File: config.mk
export PLATFORM = sky130hd
export DESIGN_NAME = ooo_core
export DESIGN_NICKNAME = d
export VERILOG_FILES = /design/src/source/tomasulo_pkg.sv /design/src/source/dispatch_if.sv /design/src/source/ooo_core.sv /design/src/source/int_alu.sv /design/src/source/reservation_station.sv /design/src/source/reorder_buffer.sv /design/src/source/rename_regfile.sv /design/src/source/issue_unit.sv
export SDC_FILE = /design/constraint.sdc
export NUM_CORES = 2
export LEC_CHECK = 0
export ABC_AREA = 0
export BUFFER_PORTS_ARGS = -buffer_cell sky130_fd_sc_hd__buf_2
export CAP_MARGIN = 20
export CORE_UTILIZATION = 25
export CTS_CLUSTER_DIAMETER = 40
export DETAILED_ROUTE_END_ITERATION = 10
export GPL_TIMING_DRIVEN = 0
export PLACE_DENSITY = 0.44
export SYNTH_ARGS = -nofsm -noshare
export SYNTH_HDL_FRONTEND = slang
export SYNTH_SLANG_ARGS = --single-unit
File: constraint.sdc
create_clock -name clk_in -period 10.84 [get_ports clk_in]
set_input_delay 3.252 -clock clk_in [delete_from_list [all_inputs] [get_ports clk_in]]
set_output_delay 3.252 -clock clk_in [all_outputs]
set_load 0.01 [all_outputs]
File: src/source/tomasulo_pkg.sv
`default_nettype none

package tomasulo_pkg;

  // datapath and queue sizes
  localparam int XLEN       = 32;
  localparam int REG_ADDR_W = 5;
  localparam int ROB_DEPTH  = 8;
  localparam int ROB_ID_W   = 3;
  localparam int RS_DEPTH   = 4;

  // the only two major opcodes handled by the engine
  localparam logic [6:0] OPCODE_OP     = 7'b0110011;
  localparam logic [6:0] OPCODE_OP_IMM = 7'b0010011;

  typedef logic [ROB_ID_W-1:0] rob_id_t;

  typedef enum logic [3:0] {
    ALU_ADD,
    ALU_SUB,
    ALU_SLL,
    ALU_SLT,
    ALU_SLTU,
    ALU_XOR,
    ALU_SRL,
    ALU_SRA,
    ALU_OR,
    ALU_AND
  } alu_op_e;

  typedef struct packed {
    alu_op_e               op;
    logic [REG_ADDR_W-1:0] rd;
    logic [REG_ADDR_W-1:0] rs1;
    logic [REG_ADDR_W-1:0] rs2;
    logic [XLEN-1:0]       imm;
    logic                  use_imm;
  } decoded_t;

  // OP / OP-IMM decode, other opcodes give an undefined mix
  function automatic decoded_t decode(input logic [XLEN-1:0] inst);
    decoded_t d;
    logic     alt;
    d.use_imm = (inst[6:0] == OPCODE_OP_IMM);
    d.rd      = inst[11:7];
    d.rs1     = inst[19:15];
    // immediate form reads x0 on the second port, so it is always ready
    d.rs2     = d.use_imm ? '0 : inst[24:20];
    d.imm     = {{(XLEN-12){inst[31]}}, inst[31:20]};
    // funct7 bit 30 picks sub and sra
    alt       = inst[30];
    case (inst[14:12])
      3'b000:  d.op = (alt && !d.use_imm) ? ALU_SUB : ALU_ADD;
      3'b001:  d.op = ALU_SLL;
      3'b010:  d.op = ALU_SLT;
      3'b011:  d.op = ALU_SLTU;
      3'b100:  d.op = ALU_XOR;
      3'b101:  d.op = alt ? ALU_SRA : ALU_SRL;
      3'b110:  d.op = ALU_OR;
      default: d.op = ALU_AND;
    endcase
    return d;
  endfunction

endpackage

`default_nettype wire
File: src/source/dispatch_if.sv
`timescale 1ns/1ps
`default_nettype none

// renamed instruction from issue into the reservation station
interface dispatch_if;
  logic                            valid;
  tomasulo_pkg::alu_op_e           op;
  // r = value ready, q = producer tag while waiting
  logic [tomasulo_pkg::XLEN-1:0]   vj;
  tomasulo_pkg::rob_id_t           qj;
  logic                            rj;
  logic [tomasulo_pkg::XLEN-1:0]   vk;
  tomasulo_pkg::rob_id_t           qk;
  logic                            rk;
  logic [tomasulo_pkg::XLEN-1:0]   imm;
  logic                            use_imm;
  tomasulo_pkg::rob_id_t           rob_id;

  modport issuer (output valid, op, vj, qj, rj, vk, qk, rk, imm, use_imm, rob_id);
  modport station (input valid, op, vj, qj, rj, vk, qk, rk, imm, use_imm, rob_id);
endinterface

`default_nettype wire

File: src/source/ooo_core.sv
`timescale 1ns/1ps
`default_nettype none

module ooo_core (
  input  logic                                clk_in,
  input  logic                                rst_n,
  input  logic                                issue_valid,
  input  logic [tomasulo_pkg::XLEN-1:0]       issue_inst,
  output logic                                issue_ready,
  output logic                                commit_valid,
  output logic [tomasulo_pkg::REG_ADDR_W-1:0] commit_rd,
  output logic [tomasulo_pkg::XLEN-1:0]       commit_value
);

  logic                                rob_full;
  logic                                rs_full;
  tomasulo_pkg::rob_id_t               next_rob_id;
  logic [tomasulo_pkg::REG_ADDR_W-1:0] rs1;
  logic [tomasulo_pkg::REG_ADDR_W-1:0] rs2;
  logic [tomasulo_pkg::XLEN-1:0]       rf_vj;
  logic [tomasulo_pkg::XLEN-1:0]       rf_vk;
  logic                                rf_rj;
  logic                                rf_rk;
  tomasulo_pkg::rob_id_t               rf_qj;
  tomasulo_pkg::rob_id_t               rf_qk;
  logic                                fwd_ready_j;
  logic                                fwd_ready_k;
  logic [tomasulo_pkg::XLEN-1:0]       fwd_value_j;
  logic [tomasulo_pkg::XLEN-1:0]       fwd_value_k;
  logic                                cdb_valid;
  tomasulo_pkg::rob_id_t               cdb_rob_id;
  logic [tomasulo_pkg::XLEN-1:0]       cdb_value;
  logic                                rename_en;
  logic [tomasulo_pkg::REG_ADDR_W-1:0] rename_rd;
  logic                                alloc_en;
  tomasulo_pkg::rob_id_t               commit_rob_id;
  logic                                exec_valid;
  tomasulo_pkg::alu_op_e               exec_op;
  logic [tomasulo_pkg::XLEN-1:0]       exec_a;
  logic [tomasulo_pkg::XLEN-1:0]       exec_b;
  tomasulo_pkg::rob_id_t               exec_rob_id;

  dispatch_if disp_bus ();

  issue_unit issue_i (
    .issue_valid, .issue_inst, .issue_ready, .rob_full, .rs_full, .next_rob_id,
    .rs1, .rs2, .vj(rf_vj), .vk(rf_vk), .rj(rf_rj), .rk(rf_rk), .qj(rf_qj), .qk(rf_qk),
    .fwd_ready_j, .fwd_ready_k, .fwd_value_j, .fwd_value_k,
    .cdb_valid, .cdb_rob_id, .cdb_value, .rename_en, .rename_rd, .alloc_en,
    .disp(disp_bus.issuer)
  );

  // renamed rd takes the tag issue just allocated
  rename_regfile regfile_i (
    .clk_in, .rst_n, .rs1, .rs2,
    .vj(rf_vj), .vk(rf_vk), .rj(rf_rj), .rk(rf_rk), .qj(rf_qj), .qk(rf_qk),
    .rename_en, .rename_rd, .rename_rob_id(next_rob_id),
    .commit_valid, .commit_rd, .commit_value, .commit_rob_id
  );

  // rob is queried with the regfile's pending tags
  reorder_buffer rob_i (
    .clk_in, .rst_n, .alloc_en, .alloc_rd(rename_rd), .next_rob_id, .rob_full,
    .cdb_valid, .cdb_rob_id, .cdb_value, .query_j(rf_qj), .query_k(rf_qk),
    .fwd_ready_j, .fwd_ready_k, .fwd_value_j, .fwd_value_k,
    .commit_valid, .commit_rd, .commit_value, .commit_rob_id
  );

  reservation_station rs_i (
    .clk_in, .rst_n, .disp(disp_bus.station), .cdb_valid, .cdb_rob_id, .cdb_value,
    .rs_full, .exec_valid, .exec_op, .exec_a, .exec_b, .exec_rob_id
  );

  int_alu alu_i (
    .clk_in, .rst_n, .exec_valid, .exec_op, .exec_a, .exec_b, .exec_rob_id,
    .cdb_valid, .cdb_rob_id, .cdb_value
  );

endmodule

`default_nettype wire

File: src/source/int_alu.sv
`timescale 1ns/1ps
`default_nettype none

module int_alu (
  input  logic                          clk_in,
  input  logic                          rst_n,
  input  logic                          exec_valid,
  input  tomasulo_pkg::alu_op_e         exec_op,
  input  logic [tomasulo_pkg::XLEN-1:0] exec_a,
  input  logic [tomasulo_pkg::XLEN-1:0] exec_b,
  input  tomasulo_pkg::rob_id_t         exec_rob_id,
  output logic                          cdb_valid,
  output tomasulo_pkg::rob_id_t         cdb_rob_id,
  output logic [tomasulo_pkg::XLEN-1:0] cdb_value
);

  logic [tomasulo_pkg::XLEN-1:0] result;
  logic [4:0]                    shamt;

  // shifts only look at the low five bits
  assign shamt = exec_b[4:0];

  always_comb begin
    case (exec_op)
      tomasulo_pkg::ALU_ADD:  result = exec_a + exec_b;
      tomasulo_pkg::ALU_SUB:  result = exec_a - exec_b;
      tomasulo_pkg::ALU_SLL:  result = exec_a << shamt;
      tomasulo_pkg::ALU_SLT:  result = {31'b0, $signed(exec_a) < $signed(exec_b)};
      tomasulo_pkg::ALU_SLTU: result = {31'b0, exec_a < exec_b};
      tomasulo_pkg::ALU_XOR:  result = exec_a ^ exec_b;
      tomasulo_pkg::ALU_SRL:  result = exec_a >> shamt;
      tomasulo_pkg::ALU_SRA:  result = $unsigned($signed(exec_a) >>> shamt);
      tomasulo_pkg::ALU_OR:   result = exec_a | exec_b;
      default:                result = exec_a & exec_b;
    endcase
  end

  // one cycle from select to broadcast
  always_ff @(posedge clk_in) begin
    if (!rst_n) begin
      cdb_valid <= 1'b0;
    end else begin
      cdb_valid <= exec_valid;
    end
  end

  always_ff @(posedge clk_in) begin
    cdb_rob_id <= exec_rob_id;
    cdb_value  <= result;
  end

endmodule

`default_nettype wire

File: src/source/reservation_station.sv
`timescale 1ns/1ps
`default_nettype none

module reservation_station (
  input  logic                          clk_in,
  input  logic                          rst_n,
  dispatch_if.station                   disp,
  input  logic                          cdb_valid,
  input  tomasulo_pkg::rob_id_t         cdb_rob_id,
  input  logic [tomasulo_pkg::XLEN-1:0] cdb_value,
  output logic                          rs_full,
  output logic                          exec_valid,
  output tomasulo_pkg::alu_op_e         exec_op,
  output logic [tomasulo_pkg::XLEN-1:0] exec_a,
  output logic [tomasulo_pkg::XLEN-1:0] exec_b,
  output tomasulo_pkg::rob_id_t         exec_rob_id
);

  localparam int N = tomasulo_pkg::RS_DEPTH;

  logic [N-1:0]                  valid_q;
  tomasulo_pkg::alu_op_e         op_q  [N];
  logic [tomasulo_pkg::XLEN-1:0] vj_q  [N];
  logic [tomasulo_pkg::XLEN-1:0] vk_q  [N];
  tomasulo_pkg::rob_id_t         qj_q  [N];
  tomasulo_pkg::rob_id_t         qk_q  [N];
  logic                          rj_q  [N];
  logic                          rk_q  [N];
  tomasulo_pkg::rob_id_t         rob_q [N];
  // older_q[j][i] set when entry j arrived before entry i
  logic [N-1:0]                  older_q [N];
  logic [N-1:0]                  ready_w;
  logic                          sel_any;
  int                            sel_idx;
  int                            free_idx;

  assign rs_full = &valid_q;

  always_comb begin
    for (int i = 0; i < N; i++) begin
      ready_w[i] = valid_q[i] && rj_q[i] && rk_q[i];
    end
  end

  // lowest free slot for the incoming instruction
  always_comb begin
    free_idx = 0;
    for (int i = N - 1; i >= 0; i--) begin
      if (!valid_q[i]) free_idx = i;
    end
  end

  // oldest ready entry, nothing older may also be ready
  always_comb begin
    logic blocked;
    sel_any = 1'b0;
    sel_idx = 0;
    for (int i = 0; i < N; i++) begin
      blocked = 1'b0;
      for (int j = 0; j < N; j++) begin
        if (ready_w[j] && older_q[j][i]) blocked = 1'b1;
      end
      if (ready_w[i] && !blocked && !sel_any) begin
        sel_any = 1'b1;
        sel_idx = i;
      end
    end
  end

  always_ff @(posedge clk_in) begin
    if (!rst_n) begin
      valid_q    <= '0;
      exec_valid <= 1'b0;
    end else begin
      exec_valid <= sel_any;
      if (sel_any) valid_q[sel_idx] <= 1'b0;
      if (disp.valid) valid_q[free_idx] <= 1'b1;
    end
  end

  always_ff @(posedge clk_in) begin
    // cdb wake-up of waiting operands
    for (int i = 0; i < N; i++) begin
      if (cdb_valid && !rj_q[i] && qj_q[i] == cdb_rob_id) begin
        vj_q[i] <= cdb_value;
        rj_q[i] <= 1'b1;
      end
      if (cdb_valid && !rk_q[i] && qk_q[i] == cdb_rob_id) begin
        vk_q[i] <= cdb_value;
        rk_q[i] <= 1'b1;
      end
    end
    if (disp.valid) begin
      op_q[free_idx]  <= disp.op;
      vj_q[free_idx]  <= disp.vj;
      qj_q[free_idx]  <= disp.qj;
      rj_q[free_idx]  <= disp.rj;
      // immediate form carries imm as second operand
      vk_q[free_idx]  <= disp.use_imm ? disp.imm : disp.vk;
      qk_q[free_idx]  <= disp.qk;
      rk_q[free_idx]  <= disp.rk || disp.use_imm;
      rob_q[free_idx] <= disp.rob_id;
      // newcomer is younger than everyone, row write wins on the diagonal
      for (int j = 0; j < N; j++) begin
        older_q[j][free_idx] <= 1'b1;
      end
      older_q[free_idx] <= '0;
    end
    exec_op     <= op_q[sel_idx];
    exec_a      <= vj_q[sel_idx];
    exec_b      <= vk_q[sel_idx];
    exec_rob_id <= rob_q[sel_idx];
  end

endmodule

`default_nettype wire

File: src/source/reorder_buffer.sv
`timescale 1ns/1ps
`default_nettype none

module reorder_buffer (
  input  logic                                clk_in,
  input  logic                                rst_n,
  input  logic                                alloc_en,
  input  logic [tomasulo_pkg::REG_ADDR_W-1:0] alloc_rd,
  output tomasulo_pkg::rob_id_t               next_rob_id,
  output logic                                rob_full,
  input  logic                                cdb_valid,
  input  tomasulo_pkg::rob_id_t               cdb_rob_id,
  input  logic [tomasulo_pkg::XLEN-1:0]       cdb_value,
  input  tomasulo_pkg::rob_id_t               query_j,
  input  tomasulo_pkg::rob_id_t               query_k,
  output logic                                fwd_ready_j,
  output logic                                fwd_ready_k,
  output logic [tomasulo_pkg::XLEN-1:0]       fwd_value_j,
  output logic [tomasulo_pkg::XLEN-1:0]       fwd_value_k,
  output logic                                commit_valid,
  output logic [tomasulo_pkg::REG_ADDR_W-1:0] commit_rd,
  output logic [tomasulo_pkg::XLEN-1:0]       commit_value,
  output tomasulo_pkg::rob_id_t               commit_rob_id
);

  tomasulo_pkg::rob_id_t                 head_q;
  tomasulo_pkg::rob_id_t                 tail_q;
  logic [tomasulo_pkg::ROB_ID_W:0]       count_q;
  logic                                  ready_q [tomasulo_pkg::ROB_DEPTH];
  logic [tomasulo_pkg::REG_ADDR_W-1:0]   rd_q    [tomasulo_pkg::ROB_DEPTH];
  logic [tomasulo_pkg::XLEN-1:0]         value_q [tomasulo_pkg::ROB_DEPTH];

  // new entries always land at the tail
  assign next_rob_id = tail_q;
  assign rob_full = (count_q == tomasulo_pkg::ROB_DEPTH);

  // results already captured but not yet retired
  assign fwd_ready_j = ready_q[query_j];
  assign fwd_value_j = value_q[query_j];
  assign fwd_ready_k = ready_q[query_k];
  assign fwd_value_k = value_q[query_k];

  // head retires the cycle after its result landed
  assign commit_valid = (count_q != '0) && ready_q[head_q];
  assign commit_rd = rd_q[head_q];
  assign commit_value = value_q[head_q];
  assign commit_rob_id = head_q;

  always_ff @(posedge clk_in) begin
    if (!rst_n) begin
      head_q  <= '0;
      tail_q  <= '0;
      count_q <= '0;
      for (int i = 0; i < tomasulo_pkg::ROB_DEPTH; i++) begin
        ready_q[i] <= 1'b0;
      end
    end else begin
      if (cdb_valid) begin
        ready_q[cdb_rob_id] <= 1'b1;
      end
      if (alloc_en) begin
        ready_q[tail_q] <= 1'b0;
        tail_q <= tail_q + 1'b1;
      end
      if (commit_valid) begin
        head_q <= head_q + 1'b1;
      end
      // one in, one out leaves the count alone
      count_q <= count_q + alloc_en - commit_valid;
    end
  end

  // entry payload
  always_ff @(posedge clk_in) begin
    if (alloc_en) begin
      rd_q[tail_q] <= alloc_rd;
    end
    if (cdb_valid) begin
      value_q[cdb_rob_id] <= cdb_value;
    end
  end

endmodule

`default_nettype wire

File: src/source/rename_regfile.sv
`timescale 1ns/1ps
`default_nettype none

module rename_regfile (
  input  logic                                clk_in,
  input  logic                                rst_n,
  input  logic [tomasulo_pkg::REG_ADDR_W-1:0] rs1,
  input  logic [tomasulo_pkg::REG_ADDR_W-1:0] rs2,
  output logic [tomasulo_pkg::XLEN-1:0]       vj,
  output logic [tomasulo_pkg::XLEN-1:0]       vk,
  output logic                                rj,
  output logic                                rk,
  output tomasulo_pkg::rob_id_t               qj,
  output tomasulo_pkg::rob_id_t               qk,
  input  logic                                rename_en,
  input  logic [tomasulo_pkg::REG_ADDR_W-1:0] rename_rd,
  input  tomasulo_pkg::rob_id_t               rename_rob_id,
  input  logic                                commit_valid,
  input  logic [tomasulo_pkg::REG_ADDR_W-1:0] commit_rd,
  input  logic [tomasulo_pkg::XLEN-1:0]       commit_value,
  input  tomasulo_pkg::rob_id_t               commit_rob_id
);

  localparam int NREGS = 2 ** tomasulo_pkg::REG_ADDR_W;

  logic [tomasulo_pkg::XLEN-1:0] regs_q [NREGS];
  logic                          busy_q [NREGS];
  tomasulo_pkg::rob_id_t         tag_q  [NREGS];

  // lookups are combinational, busy means value still in flight
  assign vj = regs_q[rs1];
  assign vk = regs_q[rs2];
  assign rj = !busy_q[rs1];
  assign rk = !busy_q[rs2];
  assign qj = tag_q[rs1];
  assign qk = tag_q[rs2];

  always_ff @(posedge clk_in) begin
    if (!rst_n) begin
      for (int i = 0; i < NREGS; i++) begin
        regs_q[i] <= '0;
        busy_q[i] <= 1'b0;
        tag_q[i]  <= '0;
      end
    end else begin
      if (commit_valid && commit_rd != '0) begin
        regs_q[commit_rd] <= commit_value;
        // only the youngest producer frees the register
        if (tag_q[commit_rd] == commit_rob_id) begin
          busy_q[commit_rd] <= 1'b0;
        end
      end
      // rename comes last so a same-cycle commit keeps the new tag
      if (rename_en) begin
        busy_q[rename_rd] <= 1'b1;
        tag_q[rename_rd]  <= rename_rob_id;
      end
    end
  end

endmodule

`default_nettype wire

File: src/source/issue_unit.sv
`timescale 1ns/1ps
`default_nettype none

module issue_unit (
  input  logic                                issue_valid,
  input  logic [tomasulo_pkg::XLEN-1:0]       issue_inst,
  output logic                                issue_ready,
  input  logic                                rob_full,
  input  logic                                rs_full,
  input  tomasulo_pkg::rob_id_t               next_rob_id,
  output logic [tomasulo_pkg::REG_ADDR_W-1:0] rs1,
  output logic [tomasulo_pkg::REG_ADDR_W-1:0] rs2,
  input  logic [tomasulo_pkg::XLEN-1:0]       vj,
  input  logic [tomasulo_pkg::XLEN-1:0]       vk,
  input  logic                                rj,
  input  logic                                rk,
  input  tomasulo_pkg::rob_id_t               qj,
  input  tomasulo_pkg::rob_id_t               qk,
  input  logic                                fwd_ready_j,
  input  logic                                fwd_ready_k,
  input  logic [tomasulo_pkg::XLEN-1:0]       fwd_value_j,
  input  logic [tomasulo_pkg::XLEN-1:0]       fwd_value_k,
  input  logic                                cdb_valid,
  input  tomasulo_pkg::rob_id_t               cdb_rob_id,
  input  logic [tomasulo_pkg::XLEN-1:0]       cdb_value,
  output logic                                rename_en,
  output logic [tomasulo_pkg::REG_ADDR_W-1:0] rename_rd,
  output logic                                alloc_en,
  dispatch_if.issuer                          disp
);

  tomasulo_pkg::decoded_t d;
  logic                   fire;

  // operand priority is regfile then rob then live cdb then a wait on the tag
  function automatic logic [tomasulo_pkg::XLEN:0] resolve(
    input logic [tomasulo_pkg::REG_ADDR_W-1:0] idx,
    input logic                                rf_ready,
    input logic [tomasulo_pkg::XLEN-1:0]       rf_value,
    input tomasulo_pkg::rob_id_t               tag,
    input logic                                rob_ready,
    input logic [tomasulo_pkg::XLEN-1:0]       rob_value
  );
    if (idx == '0) begin
      return {1'b1, {tomasulo_pkg::XLEN{1'b0}}};
    end else if (rf_ready) begin
      return {1'b1, rf_value};
    end else if (rob_ready) begin
      return {1'b1, rob_value};
    end else if (cdb_valid && cdb_rob_id == tag) begin
      return {1'b1, cdb_value};
    end
    return {1'b0, {tomasulo_pkg::XLEN{1'b0}}};
  endfunction

  assign d = tomasulo_pkg::decode(issue_inst);
  assign rs1 = d.rs1;
  assign rs2 = d.rs2;

  // built from registered full flags and never from issue_valid
  assign issue_ready = !rob_full && !rs_full;
  assign fire = issue_valid && issue_ready;

  // every accepted instruction gets a rob slot but x0 is never renamed
  assign alloc_en = fire;
  assign rename_en = fire && (d.rd != '0);
  assign rename_rd = d.rd;

  assign disp.valid = fire;
  assign disp.op = d.op;
  assign {disp.rj, disp.vj} = resolve(d.rs1, rj, vj, qj, fwd_ready_j, fwd_value_j);
  assign {disp.rk, disp.vk} = resolve(d.rs2, rk, vk, qk, fwd_ready_k, fwd_value_k);
  assign disp.qj = qj;
  assign disp.qk = qk;
  assign disp.imm = d.imm;
  assign disp.use_imm = d.use_imm;
  assign disp.rob_id = next_rob_id;

endmodule

`default_nettype wire

==> results.json <==
{
  "clockBufferDepth": 4,
  "crit_path_cell_trace": "buf_2 -> nor4b_1 -> nand2_1 -> nand2_1 -> clkbuf_1 -> buf_1 -> clkbuf_1 -> o211ai_1 -> a311oi_1 -> o41ai_2 -> a21bo_2",
  "synth-async-reset-ratio": 0,
  "ctsHoldBuffers": 0,
  "crit_path_max_incr_delay_ps": 1030,
  "critPathArrivalTime_ps": 10470,
  "clock_sink_count": 1913,
  "path_buf_inv": 4,
  "p_int_mw": 18.07,
  "wl_microns": 509500,
  "critPathKind": "in2reg",
  "irDropWorstVdd_mv": 0.1335,
  "fmax_mhz": 101.9,
  "drtIter0Drc": 12160,
  "drv_cap": 0,
  "cts_tree": "done",
  "cts_buffers": 345,
  "max_slew_margin": 0.1022,
  "synth_area_leaders": "edfxtp_1, mux4_2, nand2_1",
  "hold_path.class": "reg2reg",
  "fin_nets": 10090,
  "skew_ps": 84.33,
  "fill_cells": 42200,
  "synth_area_sq_um": 104100,
  "hold_viol_final": 0,
  "rows": 236,
  "drive_gt1_frac": 0.1644,
  "crit_required_ps": 11500,
  "initial_utilization": 0.2516,
  "cts_resized": 0,
  "antenna_found_initial": 28,
  "routedWlPerCell_microns": 32.40,
  "dpl-instance-area_sq_um": 114000,
  "root_buffer": "clkbuf_16",
  "powerDensity_nw_per_um2": 218.8,
  "power.share.clock": 0.409,
  "cp-end-kind": "flip-flop",
  "power_frac_comb": 0.244,
  "htreeDepth": 5,
  "critPathLaunchType": "primary input",
  "worst-path-max-fanout": 10,
  "fp.dieH_microns": 647.2,
  "finalSetupViolations": 0,
  "yosysSeqAreaShare": 0.5337,
  "firstDrtPassIters": 7,
  "yosysWarnings": 0,
  "p_leak_nw": 45.96,
  "timing.final.crit_share": 0.9053,
  "grt_usage": 0.2354,
  "final_area_sq_um": 126200,
  "vias_per_cell": 5.542,
  "hpwl_microns": 390800,
  "seqPwrFrac": 0.347,
  "maxSlewViolCount": 0,
  "crit_family": "simple AND/OR/NAND/NOR gates",
  "synth_top_area_frac": 0.4974,
  "synth_ff_type": "edfxtp_1",
  "clock_latency_ps": 970,
  "synth.distinct_cells": 88,
  "holdWs_ps": 319.9,
  "grt_overflow": 0,
  "setup_tns_ps": 0,
  "cts.clk_slew.worst_paths_ps": 50,
  "slowest_stage": "a311oi_1",
  "grt_max_degree": 37,
  "ios": 74,
  "post_cts_buffers": 0,
  "die_x_microns": 647.2,
  "status": "finished clean",
  "io_buffers": 70,
  "p_switching_mw": 9.552,
  "drc": 0,
  "synthCells": 9332,
  "yosys_register_bits": 1913,
  "num_vias": 87150,
  "postRouteAntennaNets": 0,
  "p_sw_frac": 0.3458,
  "place_congestion": 1.004,
  "die-area_sq_um": 418900,
  "grt_pass1_wl_microns": 695200,
  "core-area_sq_um": 413700,
  "synth-edff-count": 1724,
  "rsz0062_at_grt": "false",
  "syn_avg_cell_area_sq_um": 11.15,
  "power_mw": 27.62,
  "worstMarginPinSlew_ps": 1338,
  "yosys.area.top_type": "edfxtp_1",
  "fin_crit_ps": 9814,
  "syn2layout_area_growth_pct": 21.28,
  "grt_pass1_vias": 85730
}
-- power groups by stage --
stage / logic [mW] / clock network, mW / registers [mW]
2_1_floorplan: 3.98 / 0 / 9.31
3_5_place_dp: 6.55 / 0 / 9.69
4_1_cts: 6.58 / 11.4 / 9.55
3_3_place_gp: 6.45 / 0 / 9.70
6_report: 6.75 / 11.3 / 9.58
5_1_grt: 7.09 / 11.7 / 9.63
-- cell type report --
type / count / area, sq um / area share
plain buffers: 849 / 3476 / 0.02754
clock buffers: 380 / 8905 / 0.07054
flip-flops and latches: 1913 / 55550 / 0.4401
multi-input cells: 6452 / 44960 / 0.3561
inverters: 152 / 570.5 / 0.004520
diodes: 8 / 20.02 / 0.0001586
clock inverters: 263 / 3100 / 0.02456
repair buffers: 234 / 2800 / 0.02218
well taps: 5474 / 6849 / 0.05426
-- layer usage --
metal	part of all wire	up-vias	track usage
met1	0.39	44160	0.2995
met2	0.46	5532	0.3805
met4	0.060	16	0.1242
li1	-	36230	-
met5	0.00018	-	0
met3	0.088	1209	0.04232
-- sequential cells by signal (all words and copies together) (netlist names), 16 cells and up, named ones only --
signal and flops:
alu_i.cdb_value 32, regfile_i.busy_q 32, regfile_i.regs_q 1024, regfile_i.tag_q 96, rob_i.rd_q 40, rob_i.value_q 256
rs_i.exec_a 32, rs_i.exec_b 32, rs_i.older_q 16, rs_i.op_q 16, rs_i.vj_q 128, rs_i.vk_q 128
-- Yosys cell counts (all sizes together), types with 149 or more instances --
cell	n
edfxtp	1724
nand2	1403
nor2	1377
clkbuf	608
mux4	477
mux2i	458
nand3	382
a21oi	338
o21ai	310
buf	241
dfxtp	189
o211ai	155
inv	149
-- kinds of logic (layout without fill, tap and decap cells) --
group	after synthesis	after routing	share of synthesized area
and+or+nand+nor	3569	3569	0.1436
AOI/OAI and AO/OA	1658	1658	0.1087
DFF	1913	1913	0.5337
other	1	43	0.00003603
xor gates and xnor gates	46	46	0.003871
adders and majority gates	108	108	0.01320
buffers and inverters	1001	1878	0.03866
muxes	1036	1036	0.1582
-- path summary, 6_finish.rpt --
kind                               start                     endpoint  slack [ps]  depth (start not counted)
max reg2reg       rs_i.exec_b[3]$_DFF_P_   alu_i.cdb_value[0]$_DFF_P_        4070                         16
min          rs_i.exec_rob_id[1]$_DFF_P_  alu_i.cdb_rob_id[1]$_DFF_P_         320                          0
max                        issue_inst[2]    rs_i.vk_q[2][0]$_DFFE_PP_        1030                         11
min reg2reg  rs_i.exec_rob_id[1]$_DFF_P_  alu_i.cdb_rob_id[1]$_DFF_P_         320                          0
-- metrics by stage --
| stage | instances | util | setup WS (ps) |
|---|---|---|---|
| finish | 15730 | 0.3051 | 1026 |
| global route | 15720 | 0.3051 | 1238 |
| CTS | 15700 | 0.3045 | 1278 |
| detailed placement | 15060 | 0.2755 | 318.9 |
| global placement | 14910 | 0.2693 | -383.3 |
| floorplan | 9366 | - | 4216 |
-- cells in the final DEF, fill, tap and decap left out, types with 73 or more instances in the layout --
master / count
mux2i_1: 454
a31oi_1: 134
o21ai_0: 247
a211oi_1: 101
clkbuf_1: 619
clkbuf_16: 350
inv_1: 145
o211ai_1: 155
edfxtp_1: 1724
mux2_2: 100
dfxtp_1: 189
o22ai_1: 134
a222oi_1: 73
nand2_1: 1372
mux4_2: 477
and3_1: 97
nor2_1: 1369
nand3_1: 382
a21oi_1: 338
buf_2: 178
buf_1: 115
ha_1: 105
Power figures use the tool's default switching activity.
